===== config.mk =====
export PLATFORM = sky130hd
export DESIGN_NAME = mem_ctrl_top
export DESIGN_NICKNAME = d
export VERILOG_FILES = /design/src/hw/mem_pkg.sv /design/src/hw/byte_lane_map.sv /design/src/hw/load_extract.sv /design/src/hw/mem_ctrl_top.sv /design/src/hw/mem_sequencer.sv /design/src/hw/sync_fifo.sv
export SDC_FILE = /design/constraint.sdc
export NUM_CORES = 2
export LEC_CHECK = 0
export BUFFER_PORTS_ARGS = -buffer_cell sky130_fd_sc_hd__buf_4
export CAP_MARGIN = 0
export CORE_MARGIN = 1
export CORE_UTILIZATION = 55
export DETAILED_ROUTE_END_ITERATION = 7
export PLACE_DENSITY = 0.72
export RECOVER_POWER = 25
export REMOVE_ABC_BUFFERS = 1
export SYNTH_ARGS = -nofsm -noshare
export SYNTH_HDL_FRONTEND = slang
export SYNTH_SLANG_ARGS = --single-unit
export TNS_END_PERCENT = 1

===== constraint.sdc =====
create_clock -name clk -period 15.46 [get_ports clk]
set_input_delay 3.092 -clock clk [delete_from_list [all_inputs] [get_ports clk]]
set_output_delay 3.092 -clock clk [all_outputs]
set_load 0.03 [all_outputs]

===== src/hw/mem_pkg.sv =====
// ======================================
// shared widths and codes of the memory
// request controller: bus, request and
// response fields, causes, FIFO sizing
// ======================================

package mem_pkg;

	// ======================================
	// bus and field widths
	// ======================================
	localparam int AWID    = 32;	// byte address
	localparam int DWID    = 64;	// bus word and result
	localparam int SELW    = 8;	// byte lanes
	localparam int LANE_AW = 3;	// low address bits picking a lane
	localparam int TIDW    = 4;
	localparam int FUNCW   = 2;
	localparam int SIZEW   = 2;
	localparam int CAUSEW  = 16;

	// function codes, 3 is unknown
	localparam logic [FUNCW-1:0] FN_LOAD  = 2'd0;
	localparam logic [FUNCW-1:0] FN_STORE = 2'd1;
	localparam logic [FUNCW-1:0] FN_LEA   = 2'd2;

	// access sizes, 1 2 4 8 bytes
	localparam logic [SIZEW-1:0] SZ_BYTE  = 2'd0;
	localparam logic [SIZEW-1:0] SZ_WYDE  = 2'd1;
	localparam logic [SIZEW-1:0] SZ_TETRA = 2'd2;
	localparam logic [SIZEW-1:0] SZ_OCTA  = 2'd3;

	// fault causes
	localparam logic [CAUSEW-1:0] CAUSE_NONE  = 16'h0000;
	localparam logic [CAUSEW-1:0] CAUSE_ALIGN = 16'h8030;	// crosses lane alignment
	localparam logic [CAUSEW-1:0] CAUSE_FUNC  = 16'h8031;	// bad function code

	// ======================================
	// queues and sequencer
	// ======================================
	localparam int FIFO_DEPTH = 16;
	localparam int FIFO_AW    = 4;
	localparam int REQ_W  = FUNCW + SIZEW + 1 + TIDW + AWID + DWID;
	localparam int RESP_W = TIDW + DWID + CAUSEW;

	localparam int STW = 2;
	localparam logic [STW-1:0] ST_IDLE   = 2'd0;
	localparam logic [STW-1:0] ST_DECODE = 2'd1;
	localparam logic [STW-1:0] ST_BUS    = 2'd2;
	localparam logic [STW-1:0] ST_RESP   = 2'd3;

endpackage


===== src/hw/byte_lane_map.sv =====
// ======================================
// byte_lane_map: lane select, store data
// positioning and alignment check
// ======================================

`timescale 1ns/1ps

module byte_lane_map import mem_pkg::*; (
	input  logic [SIZEW-1:0]   size_i,
	input  logic [LANE_AW-1:0] adr_lo_i,
	input  logic [DWID-1:0]    dat_i,
	output logic [SELW-1:0]    sel_o,
	output logic [DWID-1:0]    wdat_o,
	output logic               misaligned_o
);

	logic [SELW-1:0] sel_base;	// select for lane 0

	// an access must start on a multiple of its own size
	always_comb begin
		sel_base = '0;
		misaligned_o = 1'b0;
		case (size_i)
		SZ_BYTE: begin
			sel_base = SELW'(8'h01);
		end
		SZ_WYDE: begin
			sel_base = SELW'(8'h03);
			misaligned_o = adr_lo_i[0];
		end
		SZ_TETRA: begin
			sel_base = SELW'(8'h0f);
			misaligned_o = |adr_lo_i[1:0];
		end
		default: begin	// octa, whole word only
			sel_base = SELW'(8'hff);
			misaligned_o = |adr_lo_i;
		end
		endcase
	end

	assign sel_o  = sel_base << adr_lo_i;
	assign wdat_o = dat_i << {adr_lo_i, 3'b000};	// eight bits per lane

endmodule


===== src/hw/load_extract.sv =====
// ======================================
// load_extract: read word alignment and
// sign or zero extension
// ======================================

`timescale 1ns/1ps

module load_extract import mem_pkg::*; (
	input  logic [DWID-1:0]    rdat_i,
	input  logic [LANE_AW-1:0] adr_lo_i,
	input  logic [SIZEW-1:0]   size_i,
	input  logic               unsigned_i,
	output logic [DWID-1:0]    res_o
);

	logic [DWID-1:0] shifted;
	logic fill;	// top bit of kept field, or zero

	always_comb begin
		shifted = rdat_i >> {adr_lo_i, 3'b000};
		fill = 1'b0;
		case (size_i)
		SZ_BYTE: begin
			fill = ~unsigned_i & shifted[7];
			res_o = {{(DWID-8){fill}}, shifted[7:0]};
		end
		SZ_WYDE: begin
			fill = ~unsigned_i & shifted[15];
			res_o = {{(DWID-16){fill}}, shifted[15:0]};
		end
		SZ_TETRA: begin
			fill = ~unsigned_i & shifted[31];
			res_o = {{(DWID-32){fill}}, shifted[31:0]};
		end
		default: res_o = shifted;	// octa needs no extension
		endcase
	end

endmodule


===== src/hw/mem_ctrl_top.sv =====
// ======================================
// mem_ctrl_top: request FIFO, sequencer
// and response FIFO
// ======================================

`timescale 1ns/1ps

module mem_ctrl_top import mem_pkg::*; (
	input  logic              clk,
	input  logic              rst,
	// request side
	input  logic              req_wr_i,
	input  logic [FUNCW-1:0]  req_func_i,
	input  logic [SIZEW-1:0]  req_size_i,
	input  logic              req_unsigned_i,
	input  logic [TIDW-1:0]   req_tid_i,
	input  logic [AWID-1:0]   req_adr_i,
	input  logic [DWID-1:0]   req_dat_i,
	output logic              req_full_o,
	// response side
	output logic              resp_empty_o,
	output logic [TIDW-1:0]   resp_tid_o,
	output logic [DWID-1:0]   resp_res_o,
	output logic [CAUSEW-1:0] resp_cause_o,
	input  logic              resp_rd_i,
	// Wishbone master
	output logic              wb_cyc_o,
	output logic              wb_stb_o,
	output logic              wb_we_o,
	output logic [SELW-1:0]   wb_sel_o,
	output logic [AWID-1:0]   wb_adr_o,
	output logic [DWID-1:0]   wb_dat_o,
	input  logic              wb_ack_i,
	input  logic [DWID-1:0]   wb_dat_i
);

	logic [REQ_W-1:0] req_word, req_head;
	logic [RESP_W-1:0] resp_word, resp_head;
	logic req_empty, req_rd, resp_full, resp_wr;
	logic [FUNCW-1:0] hd_func;
	logic [SIZEW-1:0] hd_size;
	logic hd_unsigned;
	logic [TIDW-1:0] hd_tid, sq_tid;
	logic [AWID-1:0] hd_adr;
	logic [DWID-1:0] hd_dat, sq_res;
	logic [CAUSEW-1:0] sq_cause;

	// field order is func, size, unsigned, tid, address, data
	assign req_word = {req_func_i, req_size_i, req_unsigned_i, req_tid_i, req_adr_i, req_dat_i};
	assign {hd_func, hd_size, hd_unsigned, hd_tid, hd_adr, hd_dat} = req_head;
	assign resp_word = {sq_tid, sq_res, sq_cause};
	assign {resp_tid_o, resp_res_o, resp_cause_o} = resp_head;

	sync_fifo #(.WIDTH(REQ_W)) u_req_fifo (
		.clk(clk), .rst(rst),
		.wr_i(req_wr_i), .din_i(req_word),
		.rd_i(req_rd), .dout_o(req_head),
		.full_o(req_full_o), .empty_o(req_empty)
	);

	mem_sequencer u_seq (
		.clk(clk), .rst(rst),
		.req_empty_i(req_empty), .req_rd_o(req_rd),
		.req_func_i(hd_func), .req_size_i(hd_size), .req_unsigned_i(hd_unsigned),
		.req_tid_i(hd_tid), .req_adr_i(hd_adr), .req_dat_i(hd_dat),
		.resp_full_i(resp_full), .resp_wr_o(resp_wr),
		.resp_tid_o(sq_tid), .resp_res_o(sq_res), .resp_cause_o(sq_cause),
		.wb_cyc_o(wb_cyc_o), .wb_stb_o(wb_stb_o), .wb_we_o(wb_we_o),
		.wb_sel_o(wb_sel_o), .wb_adr_o(wb_adr_o), .wb_dat_o(wb_dat_o),
		.wb_ack_i(wb_ack_i), .wb_dat_i(wb_dat_i)
	);

	sync_fifo #(.WIDTH(RESP_W)) u_resp_fifo (
		.clk(clk), .rst(rst),
		.wr_i(resp_wr), .din_i(resp_word),
		.rd_i(resp_rd_i), .dout_o(resp_head),
		.full_o(resp_full), .empty_o(resp_empty_o)
	);

endmodule


===== src/hw/mem_sequencer.sv =====
// ======================================
// mem_sequencer: pops requests, runs one
// Wishbone classic cycle per load/store,
// pushes tagged responses
// ======================================

`timescale 1ns/1ps

module mem_sequencer import mem_pkg::*; (
	input  logic              clk,
	input  logic              rst,
	// request FIFO head
	input  logic              req_empty_i,
	output logic              req_rd_o,
	input  logic [FUNCW-1:0]  req_func_i,
	input  logic [SIZEW-1:0]  req_size_i,
	input  logic              req_unsigned_i,
	input  logic [TIDW-1:0]   req_tid_i,
	input  logic [AWID-1:0]   req_adr_i,
	input  logic [DWID-1:0]   req_dat_i,
	// response FIFO tail
	input  logic              resp_full_i,
	output logic              resp_wr_o,
	output logic [TIDW-1:0]   resp_tid_o,
	output logic [DWID-1:0]   resp_res_o,
	output logic [CAUSEW-1:0] resp_cause_o,
	// Wishbone master
	output logic              wb_cyc_o,
	output logic              wb_stb_o,
	output logic              wb_we_o,
	output logic [SELW-1:0]   wb_sel_o,
	output logic [AWID-1:0]   wb_adr_o,
	output logic [DWID-1:0]   wb_dat_o,
	input  logic              wb_ack_i,
	input  logic [DWID-1:0]   wb_dat_i
);

	logic [STW-1:0] state;
	logic [FUNCW-1:0] func_q;
	logic [SIZEW-1:0] size_q;
	logic uns_q;
	logic [TIDW-1:0] tid_q;
	logic [AWID-1:0] adr_q;
	logic [DWID-1:0] dat_q;
	logic [DWID-1:0] res_q;
	logic [CAUSEW-1:0] cause_q;
	logic [SELW-1:0] lane_sel;
	logic [DWID-1:0] lane_wdat, ext_res;
	logic misaligned, is_mem;

	byte_lane_map u_lane (
		.size_i       (size_q),
		.adr_lo_i     (adr_q[LANE_AW-1:0]),
		.dat_i        (dat_q),
		.sel_o        (lane_sel),
		.wdat_o       (lane_wdat),
		.misaligned_o (misaligned)
	);

	// works on the live bus word, sampled at ack
	load_extract u_extract (
		.rdat_i     (wb_dat_i),
		.adr_lo_i   (adr_q[LANE_AW-1:0]),
		.size_i     (size_q),
		.unsigned_i (uns_q),
		.res_o      (ext_res)
	);

	assign is_mem = (func_q == FN_LOAD) || (func_q == FN_STORE);
	assign req_rd_o = (state == ST_IDLE) && !req_empty_i && !resp_full_i;
	assign resp_wr_o = (state == ST_RESP);	// one push per request
	assign resp_tid_o = tid_q;
	assign resp_res_o = res_q;
	assign resp_cause_o = cause_q;

	// ======================================
	// control
	// ======================================
	always_ff @(posedge clk) begin
		if (rst) begin
			state <= ST_IDLE;
			wb_cyc_o <= 1'b0;
			wb_stb_o <= 1'b0;
			wb_we_o <= 1'b0;
		end else begin
			case (state)
			ST_IDLE: if (req_rd_o) state <= ST_DECODE;
			ST_DECODE: begin
				if (is_mem && !misaligned) begin
					wb_cyc_o <= 1'b1;
					wb_stb_o <= 1'b1;
					wb_we_o <= (func_q == FN_STORE);
					state <= ST_BUS;
				end else
					state <= ST_RESP;	// lea or fault, no bus cycle
			end
			ST_BUS: if (wb_ack_i) begin
				wb_cyc_o <= 1'b0;
				wb_stb_o <= 1'b0;
				wb_we_o <= 1'b0;
				state <= ST_RESP;
			end
			default: state <= ST_IDLE;
			endcase
		end
	end

	// ======================================
	// datapath
	// ======================================
	always_ff @(posedge clk) begin
		if (req_rd_o) begin
			func_q <= req_func_i;
			size_q <= req_size_i;
			uns_q <= req_unsigned_i;
			tid_q <= req_tid_i;
			adr_q <= req_adr_i;
			dat_q <= req_dat_i;
		end
		case (state)
		ST_DECODE: begin
			res_q <= '0;
			cause_q <= CAUSE_NONE;
			wb_sel_o <= lane_sel;
			wb_adr_o <= {adr_q[AWID-1:LANE_AW], {LANE_AW{1'b0}}};
			wb_dat_o <= lane_wdat;
			if (func_q == FN_LEA)
				res_q <= {{(DWID-AWID){1'b0}}, adr_q};
			else if (!is_mem)
				cause_q <= CAUSE_FUNC;
			else if (misaligned)
				cause_q <= CAUSE_ALIGN;
		end
		ST_BUS: if (wb_ack_i && !wb_we_o) res_q <= ext_res;	// stores answer zero
		default: ;
		endcase
	end

	a_stb_in_cyc: assert property (@(posedge clk) disable iff (rst) wb_stb_o |-> wb_cyc_o);
	a_hold_until_ack: assert property (@(posedge clk) disable iff (rst)
		(wb_stb_o && !wb_ack_i) |=> (wb_stb_o && $stable(wb_adr_o) && $stable(wb_sel_o)
		&& $stable(wb_we_o) && $stable(wb_dat_o)));

endmodule


===== src/hw/sync_fifo.sv =====
// ======================================
// sync_fifo: first-word-fall-through
// synchronous FIFO of FIFO_DEPTH words
// ======================================

`timescale 1ns/1ps

module sync_fifo import mem_pkg::*; #(
	parameter int WIDTH = 8
) (
	input  logic             clk,
	input  logic             rst,
	input  logic             wr_i,
	input  logic [WIDTH-1:0] din_i,
	input  logic             rd_i,
	output logic [WIDTH-1:0] dout_o,
	output logic             full_o,
	output logic             empty_o
);

	logic [WIDTH-1:0] mem [FIFO_DEPTH];
	logic [FIFO_AW-1:0] wr_ptr, rd_ptr;	// wrap at depth
	logic [FIFO_AW:0] count;
	logic do_wr, do_rd;

	assign full_o  = (count == (FIFO_AW+1)'(FIFO_DEPTH));
	assign empty_o = (count == '0);
	assign do_wr   = wr_i && !full_o;
	assign do_rd   = rd_i && !empty_o;
	assign dout_o  = mem[rd_ptr];	// head shows with no read delay

	always_ff @(posedge clk) begin
		if (do_wr)
			mem[wr_ptr] <= din_i;
	end

	always_ff @(posedge clk) begin
		if (rst) begin
			wr_ptr <= '0;
			rd_ptr <= '0;
			count <= '0;
		end else begin
			if (do_wr)
				wr_ptr <= wr_ptr + 1'b1;
			if (do_rd)
				rd_ptr <= rd_ptr + 1'b1;
			if (do_wr && !do_rd)
				count <= count + 1'b1;
			else if (do_rd && !do_wr)
				count <= count - 1'b1;
		end
	end

	a_no_overflow: assert property (@(posedge clk) disable iff (rst) !(wr_i && full_o));
	a_no_underflow: assert property (@(posedge clk) disable iff (rst) !(rd_i && empty_o));

endmodule


Yosys cells after proc, flatten, opt, wreduce, memory -nomap -nowiden
Memories as Yosys holds them, arrays and structs flattened. A register that Yosys moved wholly into a read port is not among the register bits.
Cells that the tools add are included.

operators by class
  shift-type cells = 3
  multiplexer cells = 27
  $mul = 0
  reductions and logical operators = 37
  magnitude comparators = 0
  bitwise operators = 5
  add/subtract/negate cells = 8
  eq/ne operators = 13
  div/mod/pow operators = 0

operators with widths
  operator                                                               number
  64-bit one-hot mux with 3 select lines                                 1
  64-bit one-hot mux with 2 select lines                                 1
  64-bit two-way mux                                                     1
  64-bit by 6-bit << shifter with 64-bit output                          1
  64-bit by 6-bit right shift with 64-bit output                         1
  16-bit two-way mux                                                     2
  32-bit two-way mux                                                     1
  8-bit one-hot mux with 3 select lines                                  1
  5-bit two-way mux                                                      4
  4-bit by 1-bit adder with 4-bit output, second input constant          4
  1-bit logical AND                                                      12
  5-bit by 1-bit adder with 5-bit output, second input constant          2
  5-bit equality test, second input constant                             2
  1-bit zero test                                                        10
  5-bit zero test                                                        2
  5-bit by 1-bit subtractor with 5-bit output, second input constant     2
  2-bit equality test, second input constant                             4
  1-bit two-way mux                                                      8
  4-bit two-way mux                                                      2
  8-bit by 3-bit << shifter with 8-bit output                            1
  2-bit by 1-bit equality test with 1-bit output, second input constant  3
  2-bit zero test                                                        3
  2-bit one-hot mux with 3 select lines                                  1
  2-bit nonzero test                                                     3
  12 further kinds                                                       21

word-level totals
  memories = 2
  bits in writable memories = 3,024
  logic and storage cells = 110
  output and inout bits = 193
  bits in latches = 0
  memory bits (read-only) = 0
  register bits = 211

memories
  name             words  width  rd ports  clocked after memory_dff  wr ports  RTL line         text
  u_req_fifo.mem   16     105    1         1                         1         sync_fifo.sv:21  logic [WIDTH-1:0] mem [FIFO_DEPTH];
  u_resp_fifo.mem  16     84     1         1                         1         sync_fifo.sv:21

Logic depth before layout (Yosys ltp)
  depth after elaboration = 8
  mapped depth = 12

Modules after synthesis
A second synthesis with hierarchy kept.

second synthesis, totals
  cells, all modules = 5,759
  area total of the unflattened synthesis = 128,281.8 µm²

modules (own cells, without submodules)
  module                   cells an instance  seq. area each (µm²)  instances  area an instance (µm²)
  sync_fifo (u_req_fifo)   2,671              50,788.7              1          63,594.7
  sync_fifo (u_resp_fifo)  2,158              40,699.0              1          51,192.8
  mem_sequencer            403                8,247.9               1          9,162.5
  load_extract             264                0.0                   1          2,299.7
  byte_lane_map            263                0.0                   1          2,031.9

Least setup slack after synthesis
Ideal clock, no wire load.

  path type = input-to-reg
  from = in req_wr_i
  to = mem u_req_fifo.mem[3][0] in the netlist's numbering (enable)
  arrival = 10,883 ps
  slack = 3,880 ps
  library setup time = 697 ps
  required time = 14,763 ps
  stages on the path = 3
  path buffers = 0
  cell sequence = a21boi_1 > nand2_1 > nor3_1

between the ends
  cells in the longest elaborated chain, start to end = 3

RTL lines
  element                                  RTL line            text
  start, declared                          mem_ctrl_top.sv:12  input logic req_wr_i,
  1-bit logical AND                        sync_fifo.sv:28     assign do_wr = wr_i && !full_o;
  1-bit two-way mux                        sync_fifo.sv:33     if (do_wr)
  1-bit two-way mux (not written as such)  sync_fifo.sv:34     mem[wr_ptr] <= din_i;
  end, declared                            sync_fifo.sv:21

No other way between the ends.

==> tab_implementation.tex <==
\begin{tabular}{lr}
\hline
Metric & Value \\
\hline
\multicolumn{2}{l}{\textbf{Run status}} \\
Result of the run & finished, violations left \\
Failing checks & max-capacitance violations, max-slew violations \\
\multicolumn{2}{l}{\textbf{Setup path}} \\
Startpoint types & flip-flop \\
Highest fanout seen on the critical path & 48 \\
Reg-to-reg setup timing slack & between 8000 and 9000 ps \\
Reg-to-reg critical path endpoint & u\_seq.dat\_q[62]\$\_DFFE\_PP\_ \\
Crit Reg-Reg Startpoint & u\_req\_fifo.count[0]\$\_SDFFE\_PP0P\_ \\
Category of the worst setup path capture point & output port \\
WS Path Type & flip-flop to output port \\
CP required & approximately 12000 ps \\
Number of cells on the worst reg-to-reg path & 5 \\
Capture point of the worst path & resp\_res\_o[40] \\
Data arrival at the endpoint of the critical path & between 4000 and 5000 ps \\
\multicolumn{2}{l}{\textbf{Placed design}} \\
Cell total after placement & 8005 \\
Post-place instance area & approximately 130000 sq um \\
Detailed placer's ending HPWL & $\sim$160000 um \\
Global placer's final weighted congestion & between 0.8 and 0.9 \\
Port-buffer cells & 351 \\
Setup Slack @ Placement & 8265 ps \\
\multicolumn{2}{l}{\textbf{Floorplan}} \\
Die Area & 218400 sq um \\
Core ar. & about 210000 sq um \\
Initial core utilization & approximately 55\% \\
Std-Cell Rows & 170 \\
Die width & between 400 and 500 um \\
Die Height & about 470 um \\
I/O pin count & between 300 and 400 \\
\multicolumn{2}{l}{\textbf{Synth}} \\
Synthesized instance count & 4969 \\
Cell with the most instances after synthesis & sky130\_fd\_sc\_hd\_\_edfxtp\_1 \\
Number of enable flip-flop cells after synthesis & 3072 \\
Synth Register Bits & between 3000 and 4000 \\
Library cell occupying the most area in the post-synthesis netlist & sky130\_fd\_sc\_hd\_\_edfxtp\_1 \\
Number of distinct standard cells referenced by the synthesized netlist & between 60 and 70 \\
Sequential element share of the synthesized area & 78.02\% \\
Proportion of netlist area held by the largest area contributor & between 70\% and 80\% \\
Share of async-settable or async-resettable flops after synthesis & 0\% \\
Count of yosys warnings during synthesis & 0 \\
Most frequent cells after synthesis & sky130\_fd\_sc\_hd\_\_edfxtp\_1, sky130\_fd\_sc\_hd\_\_mux4\_2, sky130\_fd\_sc\_hd\_\_clkbuf\_1 \\
Main area contributors after synthesis & sky130\_fd\_sc\_hd\_\_edfxtp\_1, sky130\_fd\_sc\_hd\_\_mux4\_2, sky130\_fd\_sc\_hd\_\_mux2i\_1 \\
Synthesized cell area & around 120000 sq um \\
Most used flip-flop cell after synthesis & sky130\_fd\_sc\_hd\_\_edfxtp\_1 \\
Per-instance average area after synthesis & 23.97 sq um \\
\multicolumn{2}{l}{\textbf{Drt}} \\
Total via count after detailed routing & $\sim$56000 \\
Initial DRC Count & 6628 \\
WL per Instance & 33.53 um \\
Overall routed net length & between 200000 and 300000 um \\
Pre-antenna DRT Iters & 6 \\
Antenna viol nets, final & 0 \\
DRC violation count after routing & 0 \\
Vias per std cell & roughly 6.5 \\
\multicolumn{2}{l}{\textbf{STA}} \\
Max\_slew headroom & -213.7\% \\
RSZ-0062 raised after global routing & no \\
Total count of max-transition violations in the final report & between 200 and 300 \\
Min Clock Period, post-route & between 8000 and 9000 ps \\
Highest clock frequency the design can meet & 0.1250 GHz \\
Total count of hold-check failures in the final report & 0 \\
Final worst slack & roughly 7500 ps \\
Share of the clock period used by the worst path & between 50 and 60\% \\
Worst clock skew & a little under 60 ps \\
Finish-stage setup viols & 0 \\
Slew at the pin closest to its max-slew limit & 4680 ps \\
\multicolumn{2}{l}{\textbf{Final layout}} \\
Share of cells above drive strength 1 & 32.57\% \\
Final design area excluding fillers & 134800 sq um \\
Area occupied by registers & 92960 sq um \\
Number of filler cells placed in the layout & between 10000 and 15000 \\
Footprint of the multi-input gates & roughly 25000 sq um \\
Relative area change from synthesis to final layout & 13.15\% \\
Post-Route Utilization & 62.73\% \\
Non-filler instance count after layout & between 8000 and 9000 \\
Net count of the finished layout & 5688 \\
\multicolumn{2}{l}{\textbf{Clock network}} \\
Register clock-pin slew on the reported worst setup and hold paths & 60 ps \\
Maximum clock insertion buffer count & 4 \\
Sink count of the clock tree & between 3000 and 4000 \\
Clock root buffer & sky130\_fd\_sc\_hd\_\_clkbuf\_16 \\
Number of hold buffers added after cts & 0 \\
CTS tree & yes \\
Clock insertion delay at the later pin of the skew report & 950 ps \\
\# Post-CTS Setup Buffers & 0 \\
Number of buffers added by the clock tree synthesis step & around 320 \\
Cts repair resizes & 0 \\
Depth of the CTS H-tree & 5 \\
\multicolumn{2}{l}{\textbf{Power and ir drop}} \\
Int Pwr & around 17 mW \\
Static Leakage & 41.84 nW \\
Total power per unit cell area & between 150 and 200 nW/um\^{}2 \\
Sequential fraction of design power & 47.2\% \\
Sw Ratio & 28.57\% \\
Logic pwr share & 22.2\% \\
Switching pwr & between 6 and 7 mW \\
VDD IR-drop max & roughly 170 uV \\
Power share of the clock group & a little under a third \\
\multicolumn{2}{l}{\textbf{Global route}} \\
Antenna violations before repair & just under 60 \\
GRT Util Overall & approximately a quarter \\
Overflow after GRT & 0 \\
Vias in the first global route & 56214 \\
Pin count of the biggest net entering global routing & 112 \\
Global-route wire length before repair & 408000 um \\
\multicolumn{2}{l}{\textbf{Run}} \\
Total of max-cap violations & 5 \\
\multicolumn{2}{l}{\textbf{Min path}} \\
Class of the tightest hold or removal check & flip-flop to flip-flop \\
\hline
\end{tabular}
==> cell usage in the layout (no fill, tap or decap), types with 17 or more instances in the layout <==
cell	n
sky130_fd_sc_hd__nand2_1	81
sky130_fd_sc_hd__clkinv_1	67
sky130_fd_sc_hd__edfxtp_1	3072
sky130_fd_sc_hd__bufinv_16	19
sky130_fd_sc_hd__mux2_2	41
sky130_fd_sc_hd__mux4_2	905
sky130_fd_sc_hd__a21oi_1	72
sky130_fd_sc_hd__o21ai_0	42
sky130_fd_sc_hd__clkbuf_16	328
sky130_fd_sc_hd__mux2i_1	78
sky130_fd_sc_hd__diode_2	17
sky130_fd_sc_hd__clkbuf_1	90
sky130_fd_sc_hd__clkinv_2	53
sky130_fd_sc_hd__ha_1	22
sky130_fd_sc_hd__nor2_1	88
sky130_fd_sc_hd__nor2b_1	21
sky130_fd_sc_hd__o22ai_1	23
sky130_fd_sc_hd__dfxtp_1	26
sky130_fd_sc_hd__buf_4	446
==> final cells by class <==
class	count	area share, %
tap	2838	2.635
timing repair buffer	476	2.604
sequential	3106	68.98
clock buffer	393	6.287
clock inverter	150	0.8802
inverter	17	0.04828
antenna	17	0.03157
multi-input combinational	1568	18.53
==> critical path, cell delays in order (launching register included) <==
cell and delay, ps:
sky130_fd_sc_hd__dfxtp_4 890, sky130_fd_sc_hd__buf_4 750, sky130_fd_sc_hd__buf_4 820, sky130_fd_sc_hd__mux4_2 640, sky130_fd_sc_hd__mux4_2 500, sky130_fd_sc_hd__buf_4 190
==> cells by family after synthesis <==
| group | after synthesis | synth area share, % |
|---|---|---|
| AOI/OAI and AO/OA | 210 | 1.135 |
| DFF | 3106 | 78.02 |
| buffers and inverters | 309 | 1.204 |
| and+or+nand+nor | 274 | 1.057 |
| xor gates and xnor gates | 20 | 0.1471 |
| other | 1 | 0.003149 |
| muxes | 1025 | 18.17 |
| adders and majority gates | 24 | 0.2647 |
==> per-stage QoR <==
step | hold slack [ps] | power, mW | TNS [ps]
2_1_floorplan | 426.2 | 16.13 | -355190
3_3_place_gp | 440.3 | 16.50 | 0
3_5_place_dp | 440.5 | 16.59 | 0
4_1_cts | 454.3 | 23.80 | 0
5_1_grt | 484.3 | 24.45 | 0
6_report | 455.0 | 23.70 | 0
==> state kept, by name, indices dropped and copies added, names as in the netlist, 8 cells and up, named ones only <==
name	flops
u_req_fifo.mem	1680
u_resp_fifo.mem	1120
u_seq.adr_q	32
u_seq.dat_q	64
u_seq.resp_res_o	64
u_seq.wb_adr_o	29
u_seq.wb_dat_o	64
u_seq.wb_sel_o	8
==> power groups by stage <==
stage	Sequential, mW	Clock, mW	Combinational [mW]
global route	11.3	7.63	5.55
CTS	11.2	7.33	5.32
global placement	11.3	0	5.23
floorplan	11.8	0	4.31
finish	11.2	7.23	5.27
detailed placement	11.3	0	5.27
==> how the worst min path moves through the flow <==
| stage | slack (ps) | cells after the start | from | end |
|---|---|---|---|---|
| after detailed placement | 440 | 0 | u_seq.adr_q[15]$_DFFE_PP_ | u_seq.wb_adr_o[15]$_DFFE_PP_ |
| after CTS | 450 | 0 | u_seq.adr_q[15]$_DFFE_PP_ | u_seq.wb_adr_o[15]$_DFFE_PP_ |
| after floorplan | 430 | 0 | u_seq.adr_q[3]$_DFFE_PP_ | u_seq.wb_adr_o[3]$_DFFE_PP_ |
| final | 450 | 0 | u_seq.adr_q[15]$_DFFE_PP_ | u_seq.wb_adr_o[15]$_DFFE_PP_ |
| after global routing | 480 | 0 | u_seq.adr_q[15]$_DFFE_PP_ | u_seq.wb_adr_o[15]$_DFFE_PP_ |
| after global placement | 440 | 0 | u_seq.adr_q[15]$_DFFE_PP_ | u_seq.wb_adr_o[15]$_DFFE_PP_ |
==> per-layer routing <==
layer	vias up	wire length (um)	track usage, %
met5	-	333	0
met4	48	8579	8.593
met3	541	26500	6.132
met2	2855	143800	43.09
met1	29779	107900	35.68
li1	22300	-	-
No activity file was read; power rests on OpenSTA's default activity.
